File: config.mk
export PLATFORM = sky130hd
export DESIGN_NAME = audioSystem
export DESIGN_NICKNAME = d
export VERILOG_FILES = /design/src/rtl/audioRegPkg.sv /design/src/rtl/audioSamplePkg.sv /design/src/rtl/regInterface.sv /design/src/rtl/voiceChannel.sv /design/src/rtl/sampleFetcher.sv /design/src/rtl/stereoMixer.sv /design/src/rtl/i2sSerializer.sv /design/src/rtl/audioSystem.sv
export VERILOG_INCLUDE_DIRS = /design/src /design/src/rtl
export SDC_FILE = /design/constraint.sdc
export NUM_CORES = 2
export LEC_CHECK = 0
export BUFFER_PORTS_ARGS = -buffer_cell sky130_fd_sc_hd__buf_4
export CORE_MARGIN = 1.5
export CORE_UTILIZATION = 42
export DETAILED_ROUTE_END_ITERATION = 8
export PLACE_DENSITY_LB_ADDON = 0.3
export REMOVE_ABC_BUFFERS = 1
export SYNTH_ARGS = -nofsm -noshare
export SYNTH_HDL_FRONTEND = slang
export SYNTH_SLANG_ARGS = --single-unit
File: constraint.sdc
create_clock -name i_aclk -period 20.3 [get_ports i_aclk]
set_input_delay 4.06 -clock i_aclk [delete_from_list [all_inputs] [get_ports i_aclk]]
set_output_delay 4.06 -clock i_aclk [all_outputs]
set_load 0.005 [all_outputs]
File: src/rtl/audio_config.svh
//##########################################################################
// Audio engine configuration
// Channel count, bit clock divider and memory address width
//##########################################################################
`ifndef AUDIO_CONFIG_SVH
`define AUDIO_CONFIG_SVH

// Voice channels, also the width of the channel mask
`define AUDIO_NUM_CHANNELS 4

// aclk cycles per half bit clock period
`define AUDIO_BCLK_DIV 4

// Memory byte address width
`define AUDIO_ADDR_W 32

`endif

File: src/rtl/audioRegPkg.sv
//##########################################################################
// Audio register package
// Register map and register field types of the CPU write port
//##########################################################################
`default_nettype none

package audioRegPkg;

    // Register index, taken from awaddr[5:2]
    typedef enum logic [3:0] {
        regStartAddr     = 4'd1,
        regSampleCount   = 4'd2,
        regLoopStart     = 4'd3,
        regLoopEnd       = 4'd4,
        regPosition      = 4'd5,
        regVolume        = 4'd7,
        regLooping       = 4'd8,
        regPlaying       = 4'd9,
        regMono          = 4'd10,
        regRight         = 4'd11,
        regGlobalVolume  = 4'd12,
        regChannelSelect = 4'd13
    } regSel_e;

    // Counted in 16-bit samples
    typedef logic [23:0] sampleIdx_t;

    // Unsigned gain, 128 is unity
    typedef logic [7:0] volume_t;

endpackage

`default_nettype wire

File: src/rtl/audioSamplePkg.sv
//##########################################################################
// Audio sample package
// Sample and accumulator types, fetch FSM states
//##########################################################################
`default_nettype none

package audioSamplePkg;

    typedef logic signed [15:0] sample_t;

    // Wide enough for all channels at full master volume
    typedef logic signed [31:0] mixAcc_t;

    typedef enum logic [1:0] {
        fetchIdle,
        fetchAddress,
        fetchData,
        fetchDeliver
    } fetchState_e;

endpackage

`default_nettype wire

File: src/rtl/regInterface.sv
//##########################################################################
// Register interface
// AXI-Lite write slave, turns writes into channel strobes and master volume
//##########################################################################
`default_nettype none
`include "audio_config.svh"

module regInterface (
    input  wire logic                          i_aclk,
    input  wire logic                          i_aresetn,
    input  wire logic [`AUDIO_ADDR_W-1:0]      i_awaddr,
    input  wire logic                          i_awvalid,
    output logic                               o_awready,
    input  wire logic [31:0]                   i_wdata,
    input  wire logic                          i_wvalid,
    output logic                               o_wready,
    output logic [1:0]                         o_bresp,
    output logic                               o_bvalid,
    input  wire logic                          i_bready,
    output logic [`AUDIO_NUM_CHANNELS-1:0]     o_regWrite,
    output audioRegPkg::regSel_e               o_regSel,
    output logic [31:0]                        o_regData,
    output audioRegPkg::volume_t               o_masterVolume
);
    import audioRegPkg::*;

    logic [`AUDIO_NUM_CHANNELS-1:0] channelMask;
    regSel_e beatSel;
    logic accept;

    // Address and data must arrive together
    assign accept    = i_awvalid && i_wvalid && !o_bvalid;
    assign o_awready = !o_bvalid;
    assign o_wready  = !o_bvalid;
    assign o_bresp   = 2'b00;
    assign beatSel   = regSel_e'(i_awaddr[5:2]);

    always_ff @(posedge i_aclk) begin
        if (!i_aresetn) begin
            o_bvalid       <= 1'b0;
            o_regWrite     <= '0;
            channelMask    <= '0;
            o_masterVolume <= 8'd128;
        end else begin
            o_regWrite <= '0;
            if (o_bvalid && i_bready) begin
                o_bvalid <= 1'b0;
            end
            if (accept) begin
                o_bvalid <= 1'b1;
                case (beatSel)
                    regChannelSelect: channelMask <= i_wdata[`AUDIO_NUM_CHANNELS-1:0];
                    regGlobalVolume:  o_masterVolume <= i_wdata[7:0];
                    default:          o_regWrite <= channelMask;
                endcase
            end
        end
    end

    // Index and data that go with the strobe
    always_ff @(posedge i_aclk) begin
        if (accept) begin
            o_regSel  <= beatSel;
            o_regData <= i_wdata;
        end
    end

    bvalidHeld: assert property (@(posedge i_aclk) disable iff (!i_aresetn)
        o_bvalid && !i_bready |=> o_bvalid);

endmodule

`default_nettype wire

File: src/rtl/voiceChannel.sv
//##########################################################################
// Voice channel
// Settings, play position with loop and stop, volume scaling of the sample
//##########################################################################
`default_nettype none

module voiceChannel (
    input  wire logic                      i_aclk,
    input  wire logic                      i_aresetn,
    input  wire logic                      i_regWrite,
    input  wire audioRegPkg::regSel_e      i_regSel,
    input  wire logic [31:0]               i_regData,
    input  wire logic                      i_sampleReady,
    input  wire audioSamplePkg::sample_t   i_sample,
    output logic                           o_playing,
    output logic                           o_mono,
    output logic                           o_right,
    output audioRegPkg::sampleIdx_t        o_nextIndex,
    output audioSamplePkg::sample_t        o_scaled
);
    import audioRegPkg::*;
    import audioSamplePkg::*;

    sampleIdx_t startAddr;
    sampleIdx_t sampleCount;
    sampleIdx_t loopStart;
    sampleIdx_t loopEnd;
    sampleIdx_t position;
    sampleIdx_t nextPos;
    volume_t volume;
    logic looping;
    sample_t sample;
    logic signed [24:0] product;

    assign nextPos     = position + 24'd1;
    assign o_nextIndex = startAddr + position;
    assign product     = sample * $signed({1'b0, volume});
    assign o_scaled    = o_playing ? sample_t'(product >>> 7) : '0;

    always_ff @(posedge i_aclk) begin
        if (!i_aresetn) begin
            o_playing <= 1'b0;
            looping   <= 1'b0;
            o_mono    <= 1'b0;
            o_right   <= 1'b0;
            sample    <= '0;
        end else begin
            if (i_sampleReady) begin
                sample <= i_sample;
                // One-shot end
                if (!looping && nextPos >= sampleCount) begin
                    o_playing <= 1'b0;
                end
            end
            if (i_regWrite) begin
                case (i_regSel)
                    regLooping: looping   <= i_regData[0];
                    regPlaying: o_playing <= i_regData[0];
                    regMono:    o_mono    <= i_regData[0];
                    regRight:   o_right   <= i_regData[0];
                    default:    ;
                endcase
            end
        end
    end

    // Register writes win over the position advance
    always_ff @(posedge i_aclk) begin
        if (i_sampleReady) begin
            if (looping && nextPos >= loopEnd) begin
                position <= loopStart;
            end else begin
                position <= nextPos;
            end
        end
        if (i_regWrite) begin
            case (i_regSel)
                regStartAddr:   startAddr   <= i_regData[23:0];
                regSampleCount: sampleCount <= i_regData[23:0];
                regLoopStart:   loopStart   <= i_regData[23:0];
                regLoopEnd:     loopEnd     <= i_regData[23:0];
                regPosition:    position    <= i_regData[23:0];
                regVolume:      volume      <= i_regData[7:0];
                default:        ;
            endcase
        end
    end

endmodule

`default_nettype wire

File: src/rtl/sampleFetcher.sv
//##########################################################################
// Sample fetcher
// Round-robin AXI-Lite read master, one sample per playing channel per frame
//##########################################################################
`default_nettype none
`include "audio_config.svh"

module sampleFetcher (
    input  wire logic                          i_aclk,
    input  wire logic                          i_aresetn,
    input  wire logic                          i_frameTick,
    input  wire logic [`AUDIO_NUM_CHANNELS-1:0] i_playing,
    input  wire audioRegPkg::sampleIdx_t       i_nextIndex [`AUDIO_NUM_CHANNELS],
    output logic [`AUDIO_ADDR_W-1:0]           o_araddr,
    output logic                               o_arvalid,
    input  wire logic                          i_arready,
    input  wire logic [31:0]                   i_rdata,
    input  wire logic                          i_rvalid,
    output logic                               o_rready,
    output logic [`AUDIO_NUM_CHANNELS-1:0]     o_sampleReady,
    output audioSamplePkg::sample_t            o_sample
);
    import audioRegPkg::*;
    import audioSamplePkg::*;

    localparam int chanW = $clog2(`AUDIO_NUM_CHANNELS);
    localparam logic [chanW-1:0] lastChan = chanW'(`AUDIO_NUM_CHANNELS - 1);

    fetchState_e state;
    logic [chanW-1:0] chan;
    logic oddHalf;
    sampleIdx_t index;

    assign index    = i_nextIndex[chan];
    assign o_rready = (state == fetchData);

    always_comb begin
        o_sampleReady = '0;
        if (state == fetchDeliver) begin
            o_sampleReady[chan] = 1'b1;
        end
    end

    always_ff @(posedge i_aclk) begin
        if (!i_aresetn) begin
            state     <= fetchIdle;
            chan      <= '0;
            o_arvalid <= 1'b0;
        end else begin
            case (state)
                fetchIdle: begin
                    if (i_frameTick) begin
                        chan  <= '0;
                        state <= fetchAddress;
                    end
                end
                fetchAddress: begin
                    if (o_arvalid) begin
                        if (i_arready) begin
                            o_arvalid <= 1'b0;
                            state     <= fetchData;
                        end
                    end else if (i_playing[chan]) begin
                        o_arvalid <= 1'b1;
                    end else begin
                        // Stopped channel costs one cycle
                        state <= (chan == lastChan) ? fetchIdle : fetchAddress;
                        chan  <= chan + 1'b1;
                    end
                end
                fetchData: begin
                    if (i_rvalid) begin
                        state <= fetchDeliver;
                    end
                end
                fetchDeliver: begin
                    state <= (chan == lastChan) ? fetchIdle : fetchAddress;
                    chan  <= chan + 1'b1;
                end
                default: state <= fetchIdle;
            endcase
        end
    end

    // Word address of the sample, halfword picked by the low index bit
    always_ff @(posedge i_aclk) begin
        if (state == fetchAddress && !o_arvalid) begin
            o_araddr <= `AUDIO_ADDR_W'({index[23:1], 2'b00});
            oddHalf  <= index[0];
        end
        if (o_rready && i_rvalid) begin
            o_sample <= oddHalf ? i_rdata[31:16] : i_rdata[15:0];
        end
    end

    roundInFrame: assert property (@(posedge i_aclk) disable iff (!i_aresetn)
        i_frameTick |-> state == fetchIdle);

    araddrStable: assert property (@(posedge i_aclk) disable iff (!i_aresetn)
        o_arvalid && !i_arready |=> o_arvalid && $stable(o_araddr));

endmodule

`default_nettype wire

File: src/rtl/stereoMixer.sv
//##########################################################################
// Stereo mixer
// Pan routing, summation, master volume and 16-bit saturation
//##########################################################################
`default_nettype none
`include "audio_config.svh"

module stereoMixer (
    input  wire logic                          i_aclk,
    input  wire logic                          i_aresetn,
    input  wire logic                          i_frameTick,
    input  wire audioSamplePkg::sample_t       i_scaled [`AUDIO_NUM_CHANNELS],
    input  wire logic [`AUDIO_NUM_CHANNELS-1:0] i_mono,
    input  wire logic [`AUDIO_NUM_CHANNELS-1:0] i_right,
    input  wire audioRegPkg::volume_t          i_masterVolume,
    output audioSamplePkg::sample_t            o_left,
    output audioSamplePkg::sample_t            o_right
);
    import audioSamplePkg::*;

    mixAcc_t leftSum;
    mixAcc_t rightSum;
    mixAcc_t leftAmp;
    mixAcc_t rightAmp;

    function automatic sample_t saturate(input mixAcc_t value);
        if (value > 32'sd32767) begin
            return 16'sh7fff;
        end else if (value < -32'sd32768) begin
            return 16'sh8000;
        end
        return value[15:0];
    endfunction

    // Mono goes to both sides
    always_comb begin
        leftSum  = '0;
        rightSum = '0;
        for (int ch = 0; ch < `AUDIO_NUM_CHANNELS; ch++) begin
            if (i_mono[ch] || !i_right[ch]) begin
                leftSum = leftSum + i_scaled[ch];
            end
            if (i_mono[ch] || i_right[ch]) begin
                rightSum = rightSum + i_scaled[ch];
            end
        end
    end

    assign leftAmp  = (leftSum * $signed({1'b0, i_masterVolume})) >>> 7;
    assign rightAmp = (rightSum * $signed({1'b0, i_masterVolume})) >>> 7;

    always_ff @(posedge i_aclk) begin
        if (!i_aresetn) begin
            o_left  <= '0;
            o_right <= '0;
        end else if (i_frameTick) begin
            o_left  <= saturate(leftAmp);
            o_right <= saturate(rightAmp);
        end
    end

endmodule

`default_nettype wire

File: src/rtl/i2sSerializer.sv
//##########################################################################
// I2S serializer
// Bit clock and word select from aclk, frame tick, MSB-first shift out
//##########################################################################
`default_nettype none
`include "audio_config.svh"

module i2sSerializer (
    input  wire logic                      i_aclk,
    input  wire logic                      i_aresetn,
    input  wire audioSamplePkg::sample_t   i_left,
    input  wire audioSamplePkg::sample_t   i_right,
    output logic                           o_frameTick,
    output logic                           o_bclk,
    output logic                           o_lrclk,
    output logic                           o_dout
);
    localparam int divW = $clog2(`AUDIO_BCLK_DIV);
    localparam logic [divW-1:0] divLast = divW'(`AUDIO_BCLK_DIV - 1);

    logic [divW-1:0] divCount;
    logic [4:0] slot;
    logic [4:0] slotNext;
    logic bclkFall;
    logic loadPending;
    logic [31:0] shiftReg;

    assign bclkFall = (divCount == divLast) && o_bclk;
    assign slotNext = slot + 5'd1;

    always_ff @(posedge i_aclk) begin
        if (!i_aresetn) begin
            divCount    <= '0;
            slot        <= '0;
            o_bclk      <= 1'b0;
            o_lrclk     <= 1'b0;
            o_dout      <= 1'b0;
            o_frameTick <= 1'b0;
            loadPending <= 1'b0;
            shiftReg    <= '0;
        end else begin
            divCount    <= (divCount == divLast) ? '0 : divCount + 1'b1;
            // Tick with the falling word select, load once the mixer has the frame
            o_frameTick <= bclkFall && (slotNext == 5'd0);
            loadPending <= o_frameTick;
            if (divCount == divLast) begin
                o_bclk <= !o_bclk;
            end
            if (loadPending) begin
                shiftReg <= {i_left, i_right};
            end
            if (bclkFall) begin
                slot     <= slotNext;
                o_lrclk  <= slotNext[4];
                o_dout   <= shiftReg[31];
                shiftReg <= {shiftReg[30:0], 1'b0};
            end
        end
    end

    wsOnFall: assert property (@(posedge i_aclk) disable iff (!i_aresetn)
        $changed(o_lrclk) |-> $fell(o_bclk));

endmodule

`default_nettype wire

File: src/rtl/audioSystem.sv
//##########################################################################
// Wavetable audio engine top level
//##########################################################################
`default_nettype none
`include "audio_config.svh"

module audioSystem (
    input  wire logic                          i_aclk,
    input  wire logic                          i_aresetn,
    // CPU write port
    input  wire logic [`AUDIO_ADDR_W-1:0]      i_awaddr,
    input  wire logic                          i_awvalid,
    output logic                               o_awready,
    input  wire logic [31:0]                   i_wdata,
    input  wire logic                          i_wvalid,
    output logic                               o_wready,
    output logic [1:0]                         o_bresp,
    output logic                               o_bvalid,
    input  wire logic                          i_bready,
    // Memory read port
    output logic [`AUDIO_ADDR_W-1:0]           o_araddr,
    output logic                               o_arvalid,
    input  wire logic                          i_arready,
    input  wire logic [31:0]                   i_rdata,
    input  wire logic                          i_rvalid,
    output logic                               o_rready,
    // I2S
    output logic                               o_audioBclk,
    output logic                               o_audioLrclk,
    output logic                               o_audioDout
);
    import audioRegPkg::*;
    import audioSamplePkg::*;

    logic [`AUDIO_NUM_CHANNELS-1:0] regWrite;
    regSel_e regSel;
    logic [31:0] regData;
    volume_t masterVolume;
    logic [`AUDIO_NUM_CHANNELS-1:0] sampleReady;
    logic [`AUDIO_NUM_CHANNELS-1:0] playing;
    logic [`AUDIO_NUM_CHANNELS-1:0] mono;
    logic [`AUDIO_NUM_CHANNELS-1:0] right;
    sampleIdx_t nextIndex [`AUDIO_NUM_CHANNELS];
    sample_t scaled [`AUDIO_NUM_CHANNELS];
    sample_t fetchedSample;
    sample_t mixLeft;
    sample_t mixRight;
    logic frameTick;

    regInterface uRegs (
        .i_aclk         (i_aclk),
        .i_aresetn      (i_aresetn),
        .i_awaddr       (i_awaddr),
        .i_awvalid      (i_awvalid),
        .o_awready      (o_awready),
        .i_wdata        (i_wdata),
        .i_wvalid       (i_wvalid),
        .o_wready       (o_wready),
        .o_bresp        (o_bresp),
        .o_bvalid       (o_bvalid),
        .i_bready       (i_bready),
        .o_regWrite     (regWrite),
        .o_regSel       (regSel),
        .o_regData      (regData),
        .o_masterVolume (masterVolume)
    );

    for (genvar ch = 0; ch < `AUDIO_NUM_CHANNELS; ch++) begin : gChannel
        voiceChannel uVoice (
            .i_aclk        (i_aclk),
            .i_aresetn     (i_aresetn),
            .i_regWrite    (regWrite[ch]),
            .i_regSel      (regSel),
            .i_regData     (regData),
            .i_sampleReady (sampleReady[ch]),
            .i_sample      (fetchedSample),
            .o_playing     (playing[ch]),
            .o_mono        (mono[ch]),
            .o_right       (right[ch]),
            .o_nextIndex   (nextIndex[ch]),
            .o_scaled      (scaled[ch])
        );
    end

    sampleFetcher uFetch (
        .i_aclk        (i_aclk),
        .i_aresetn     (i_aresetn),
        .i_frameTick   (frameTick),
        .i_playing     (playing),
        .i_nextIndex   (nextIndex),
        .o_araddr      (o_araddr),
        .o_arvalid     (o_arvalid),
        .i_arready     (i_arready),
        .i_rdata       (i_rdata),
        .i_rvalid      (i_rvalid),
        .o_rready      (o_rready),
        .o_sampleReady (sampleReady),
        .o_sample      (fetchedSample)
    );

    stereoMixer uMixer (
        .i_aclk         (i_aclk),
        .i_aresetn      (i_aresetn),
        .i_frameTick    (frameTick),
        .i_scaled       (scaled),
        .i_mono         (mono),
        .i_right        (right),
        .i_masterVolume (masterVolume),
        .o_left         (mixLeft),
        .o_right        (mixRight)
    );

    i2sSerializer uI2s (
        .i_aclk      (i_aclk),
        .i_aresetn   (i_aresetn),
        .i_left      (mixLeft),
        .i_right     (mixRight),
        .o_frameTick (frameTick),
        .o_bclk      (o_audioBclk),
        .o_lrclk     (o_audioLrclk),
        .o_dout      (o_audioDout)
    );

endmodule

`default_nettype wire

==> results by group <==
Drt
  • Avg Vias per Cell: about 5.4
  • Remaining DRCs: 0
  • Iteration count of the initial detailed-routing pass: 6
  • Routed len/inst: about 19 um
  • DRT iter0 DRCs: a little over 4000
  • Post-DRT Antenna Nets: 0
  • Routed WL: 211 mm
  • Vias: 59743

Yosys
  • Synth top area share: 18.7%
  • Largest family of logic cells by synthesized area: adder cells
  • Largest area contributor in the netlist: edfxtp_1
  • Simple-Gate Fraction of Synth Area: between 10% and 20%
  • Area contributors post-synth: edfxtp_1 19%, fa_1 18%, ha_1 12%, dfxtp_1 7.0%, inv_1 5.9%
  • Synth warn: 0
  • Most instantiated cells after synthesis: 1219 x inv_1, 825 x nand2_1, 733 x ha_1, 706 x fa_1, 532 x and2_1
  • Cell with the most instances after synthesis: inv_1
  • Seq/Total Area, Yosys: 25.7%
  • Synthesized flop and latch total: between 700 and 800
  • Avg Cell Area, Syn: 9.16 um2
  • Mux cell area share after synthesis: 2.38%
  • Compound-Gate Fraction of Synth Area: 12.9%
  • Synth cell types: ~110
  • Xor and xnor fraction of the mapped netlist area: 4.73%
  • Fraction of registers with async set or reset after synthesis: 0%
  • Post-Syn Instances: 8499
  • Synth Area in Adders: 29.9%
  • Mapped Area: about 78000 um2
  • Ys flop type: edfxtp_1
  • Number of synthesized flops with an enable pin: about 480

Cells and area
  • Layout fillers: roughly 17000
  • Layout cell share with drive strength beyond 1: 5.76%
  • Area grow syn2layout: 8.29%
  • Final nets: 10014
  • Util after Layout: a little under half

Setup path
  • Req. time, crit path: between 20 and 25 ns
  • R2R Path End: uMixer.o_right[0]
  • Reg2reg setup slack: 2.38 ns
  • Crit path max fanout: 15
  • Crit-path max cell delay: 0.84 ns
  • CP Capture Type: flip-flop
  • Worst setup path class: flip-flop to flip-flop
  • Startpoint Class: flip-flop
  • Crit path DAT: 18.44 ns
  • Cell with the largest stage delay on the worst path: o41a_1
  • R2R cell count: 71
  • Reg2Reg Launch Point: gChannel[1].uVoice.volume[0]
  • Worst path most repeated cell: fa_1

Hold path
  • Hold path cells: 1
  • Hold_sp: uI2s.divCount[0]
  • Min-delay worst type: flip-flop to flip-flop
  • Hold endpoint: uI2s.divCount[0]

Placed design
  • I/O Buffers: 97
  • Hpwl dp: 158 mm
  • Gpl congestion: 0.894

Die
  • I/O pins: 145
  • Die area: between 150000 and 200000 um2
  • Starting Density: 42.4%
  • Die Y-Extent: roughly 430 um
  • Core area: 184000 um2
  • Die width: 434 um
  • # rows: 157

Power and ir drop
  • Sequential power share: 48.1%
  • Clock power frac: 50.0%
  • PwrDens: 40.5 nW/um2
  • Pwr Total: 3.41 mW
  • Sw Pwr: 0.767 mW
  • VDD IR max: 0.0747 mV
  • Logic gate share of total power: ~1.9%
  • Static leakage: 39.3 nW
  • Pint: roughly 2.6 mW
  • Switching Fraction: 22.5%

Clocking
  • Root buf cell: clkbuf_16
  • Clock tree from TritonCTS: built
  • Setup Buffers After CTS: 0
  • Worst skew pair latency: around 0.76 ns
  • Cts repair resizes: 0
  • CTS H-tree lvls: 3
  • Reg clk slew, reported paths: 0.06 ns
  • # hold bufs at CTS: 0
  • Clock buffer depth: 3
  • CTS Buf Count: 89
  • Clk sinks: 757

Status
  • Status: completed

STA
  • Period minus WS final: 17.92 ns
  • Final Hold Fails: 0
  • Clk_skew: 0.0826 ns
  • Fin crit share: 88.3%
  • Slew Viols, Final: 0
  • Least-Margin Pin Slew: 1.25 ns
  • Setup TNS: 0 ns
  • Slew HR: 16.9%
  • Upper clock frequency limit: 0.0558 GHz
  • Unrepaired setup endpoints after global routing: false
  • Setup violations, final: 0

GRT
  • Grt ovf: 0
  • Vias in the first global route: ~61000
  • Total GRT Usage: 22.7%
  • Grt met1 use: 28.5%
  • First-pass GRT wire length: roughly 340 mm
  • Met2 Usage GRT: 39.8%
  • Busiest grt layer: met2
  • Initial antenna violation count: 5
  • M3 GR Usage: 2.16%
  • Largest net degree at the start of global routing: around 80

Flow run
  • Max Cap Viol: 0
## layout make-up
cell class	instances	area (um2)	area share, %
sequential	757	20000	23.7
clock buffer	114	2440	2.90
clock inverter	52	659	0.782
inverter	1221	4590	5.44
tap	2464	3080	3.66
multi-input combinational	6211	52100	61.8
antenna	2	5.00	0.00594
timing repair buffer	192	1440	1.71
## routing by layer
layer | part of all wire [%] | wire (um) | vias up
met2 | 49 | 104000 | 1508
met4 | 4.6 | 9750 | 2
li1 | - | - | 28350
met5 | 0.0057 | 12 | -
met3 | 4.3 | 9090 | 376
met1 | 42 | 89000 | 29507
## kinds of logic (layout without fill, tap and decap cells)
group / count (synthesis) / count (layout)
muxes: 155 / 155
xor gates and xnor gates: 412 / 412
other: 1 / 13
and+or+nand+nor: 2650 / 2650
buffers and inverters: 1541 / 1579
DFF: 757 / 757
AOI/OAI and AO/OA: 1544 / 1544
adders and majority gates: 1439 / 1439
## how the worst max path moves through the flow
stage | endpoint | slack [ns] | from
finish | uMixer.o_right[0] | 2.38 | gChannel[1].uVoice.volume[0]
global route | uMixer.o_right[0] | 0.80 | gChannel[1].uVoice.volume[0]
CTS | uMixer.o_right[0] | 2.28 | gChannel[1].uVoice.volume[0]
detailed placement | uMixer.o_right[13] | 2.39 | gChannel[1].uVoice.volume[0]
global placement | uMixer.o_right[14] | 2.58 | gChannel[1].uVoice.volume[0]
floorplan | uMixer.o_right[0] | 4.65 | gChannel[1].uVoice.volume[0]
## power by group through the flow
stage          registers, mW  logic, mW  clock network (mW)
2_1_floorplan           1.68     0.0154                   0
3_3_place_gp            1.67     0.0651                   0
3_5_place_dp            1.67     0.0660                   0
4_1_cts                 1.64     0.0662                1.74
5_1_grt                 1.64     0.0689                1.79
6_report                1.64     0.0653                1.71
## registers in the layout (all words and copies together) (netlist names), 5 cells and up, named ones only
| register | cells |
|---|---|
| gChannel.uVoice.loopEnd | 96 |
| gChannel.uVoice.loopStart | 96 |
| gChannel.uVoice.position | 96 |
| gChannel.uVoice.sample | 64 |
| gChannel.uVoice.sampleCount | 96 |
| gChannel.uVoice.startAddr | 96 |
| gChannel.uVoice.volume | 32 |
| uFetch.o_araddr | 23 |
| uFetch.o_sample | 16 |
| uI2s.shiftReg | 32 |
| uI2s.slot | 5 |
| uMixer.o_left | 16 |
| uMixer.o_right | 16 |
| uRegs.o_masterVolume | 8 |
| uRegs.o_regData | 24 |
## cell usage in the layout, fill, tap and decap left out, drive strengths merged, types with 47 or more instances in the layout
| cell | netlist | layout |
|---|---|---|
| xor2 | 120 | 120 |
| nor3 | 136 | 136 |
| buf | 46 | 192 |
| and2 | 533 | 533 |
| nor2 | 477 | 477 |
| o21ai | 303 | 303 |
| edfxtp | 484 | 484 |
| nand2 | 825 | 825 |
| a211oi | 81 | 81 |
| ha | 733 | 733 |
| and3 | 106 | 106 |
| nor2b | 87 | 87 |
| mux2i | 88 | 88 |
| xnor2 | 287 | 287 |
| clkbuf | 274 | 114 |
| nand3 | 159 | 159 |
| dfxtp | 273 | 273 |
| fa | 706 | 706 |
| mux2 | 48 | 48 |
| nand2b | 132 | 132 |
| a21o | 173 | 173 |
| o211ai | 47 | 47 |
| o21a | 79 | 79 |
| or3 | 68 | 68 |
| inv | 1220 | 1226 |
| a21oi | 498 | 498 |
## critical path: cells and delay by family, from the launching register on
family                     cells  cell delay, ns
AOI/OAI and AO/OA             30            6.72
adders and majority gates     14            6.12
and+or+nand+nor               15            2.44
xor gates and xnor gates       4            1.12
DFF                            1            0.70
buffers and inverters          8            0.58
## through the flow
step                      worst slack, ns  std cells  hold slack [ns]  instance area (um2)
after floorplan                      4.65       8189            0.404                76600
after global placement               2.58      10845            0.412                81200
after detailed placement             2.39      10845            0.428                81200
after CTS                            2.28      11011            0.436                84300
after global routing                0.802      11013            0.462                84300
final                                2.38      11013            0.436                84300
(Power assumes the default switching activity.)
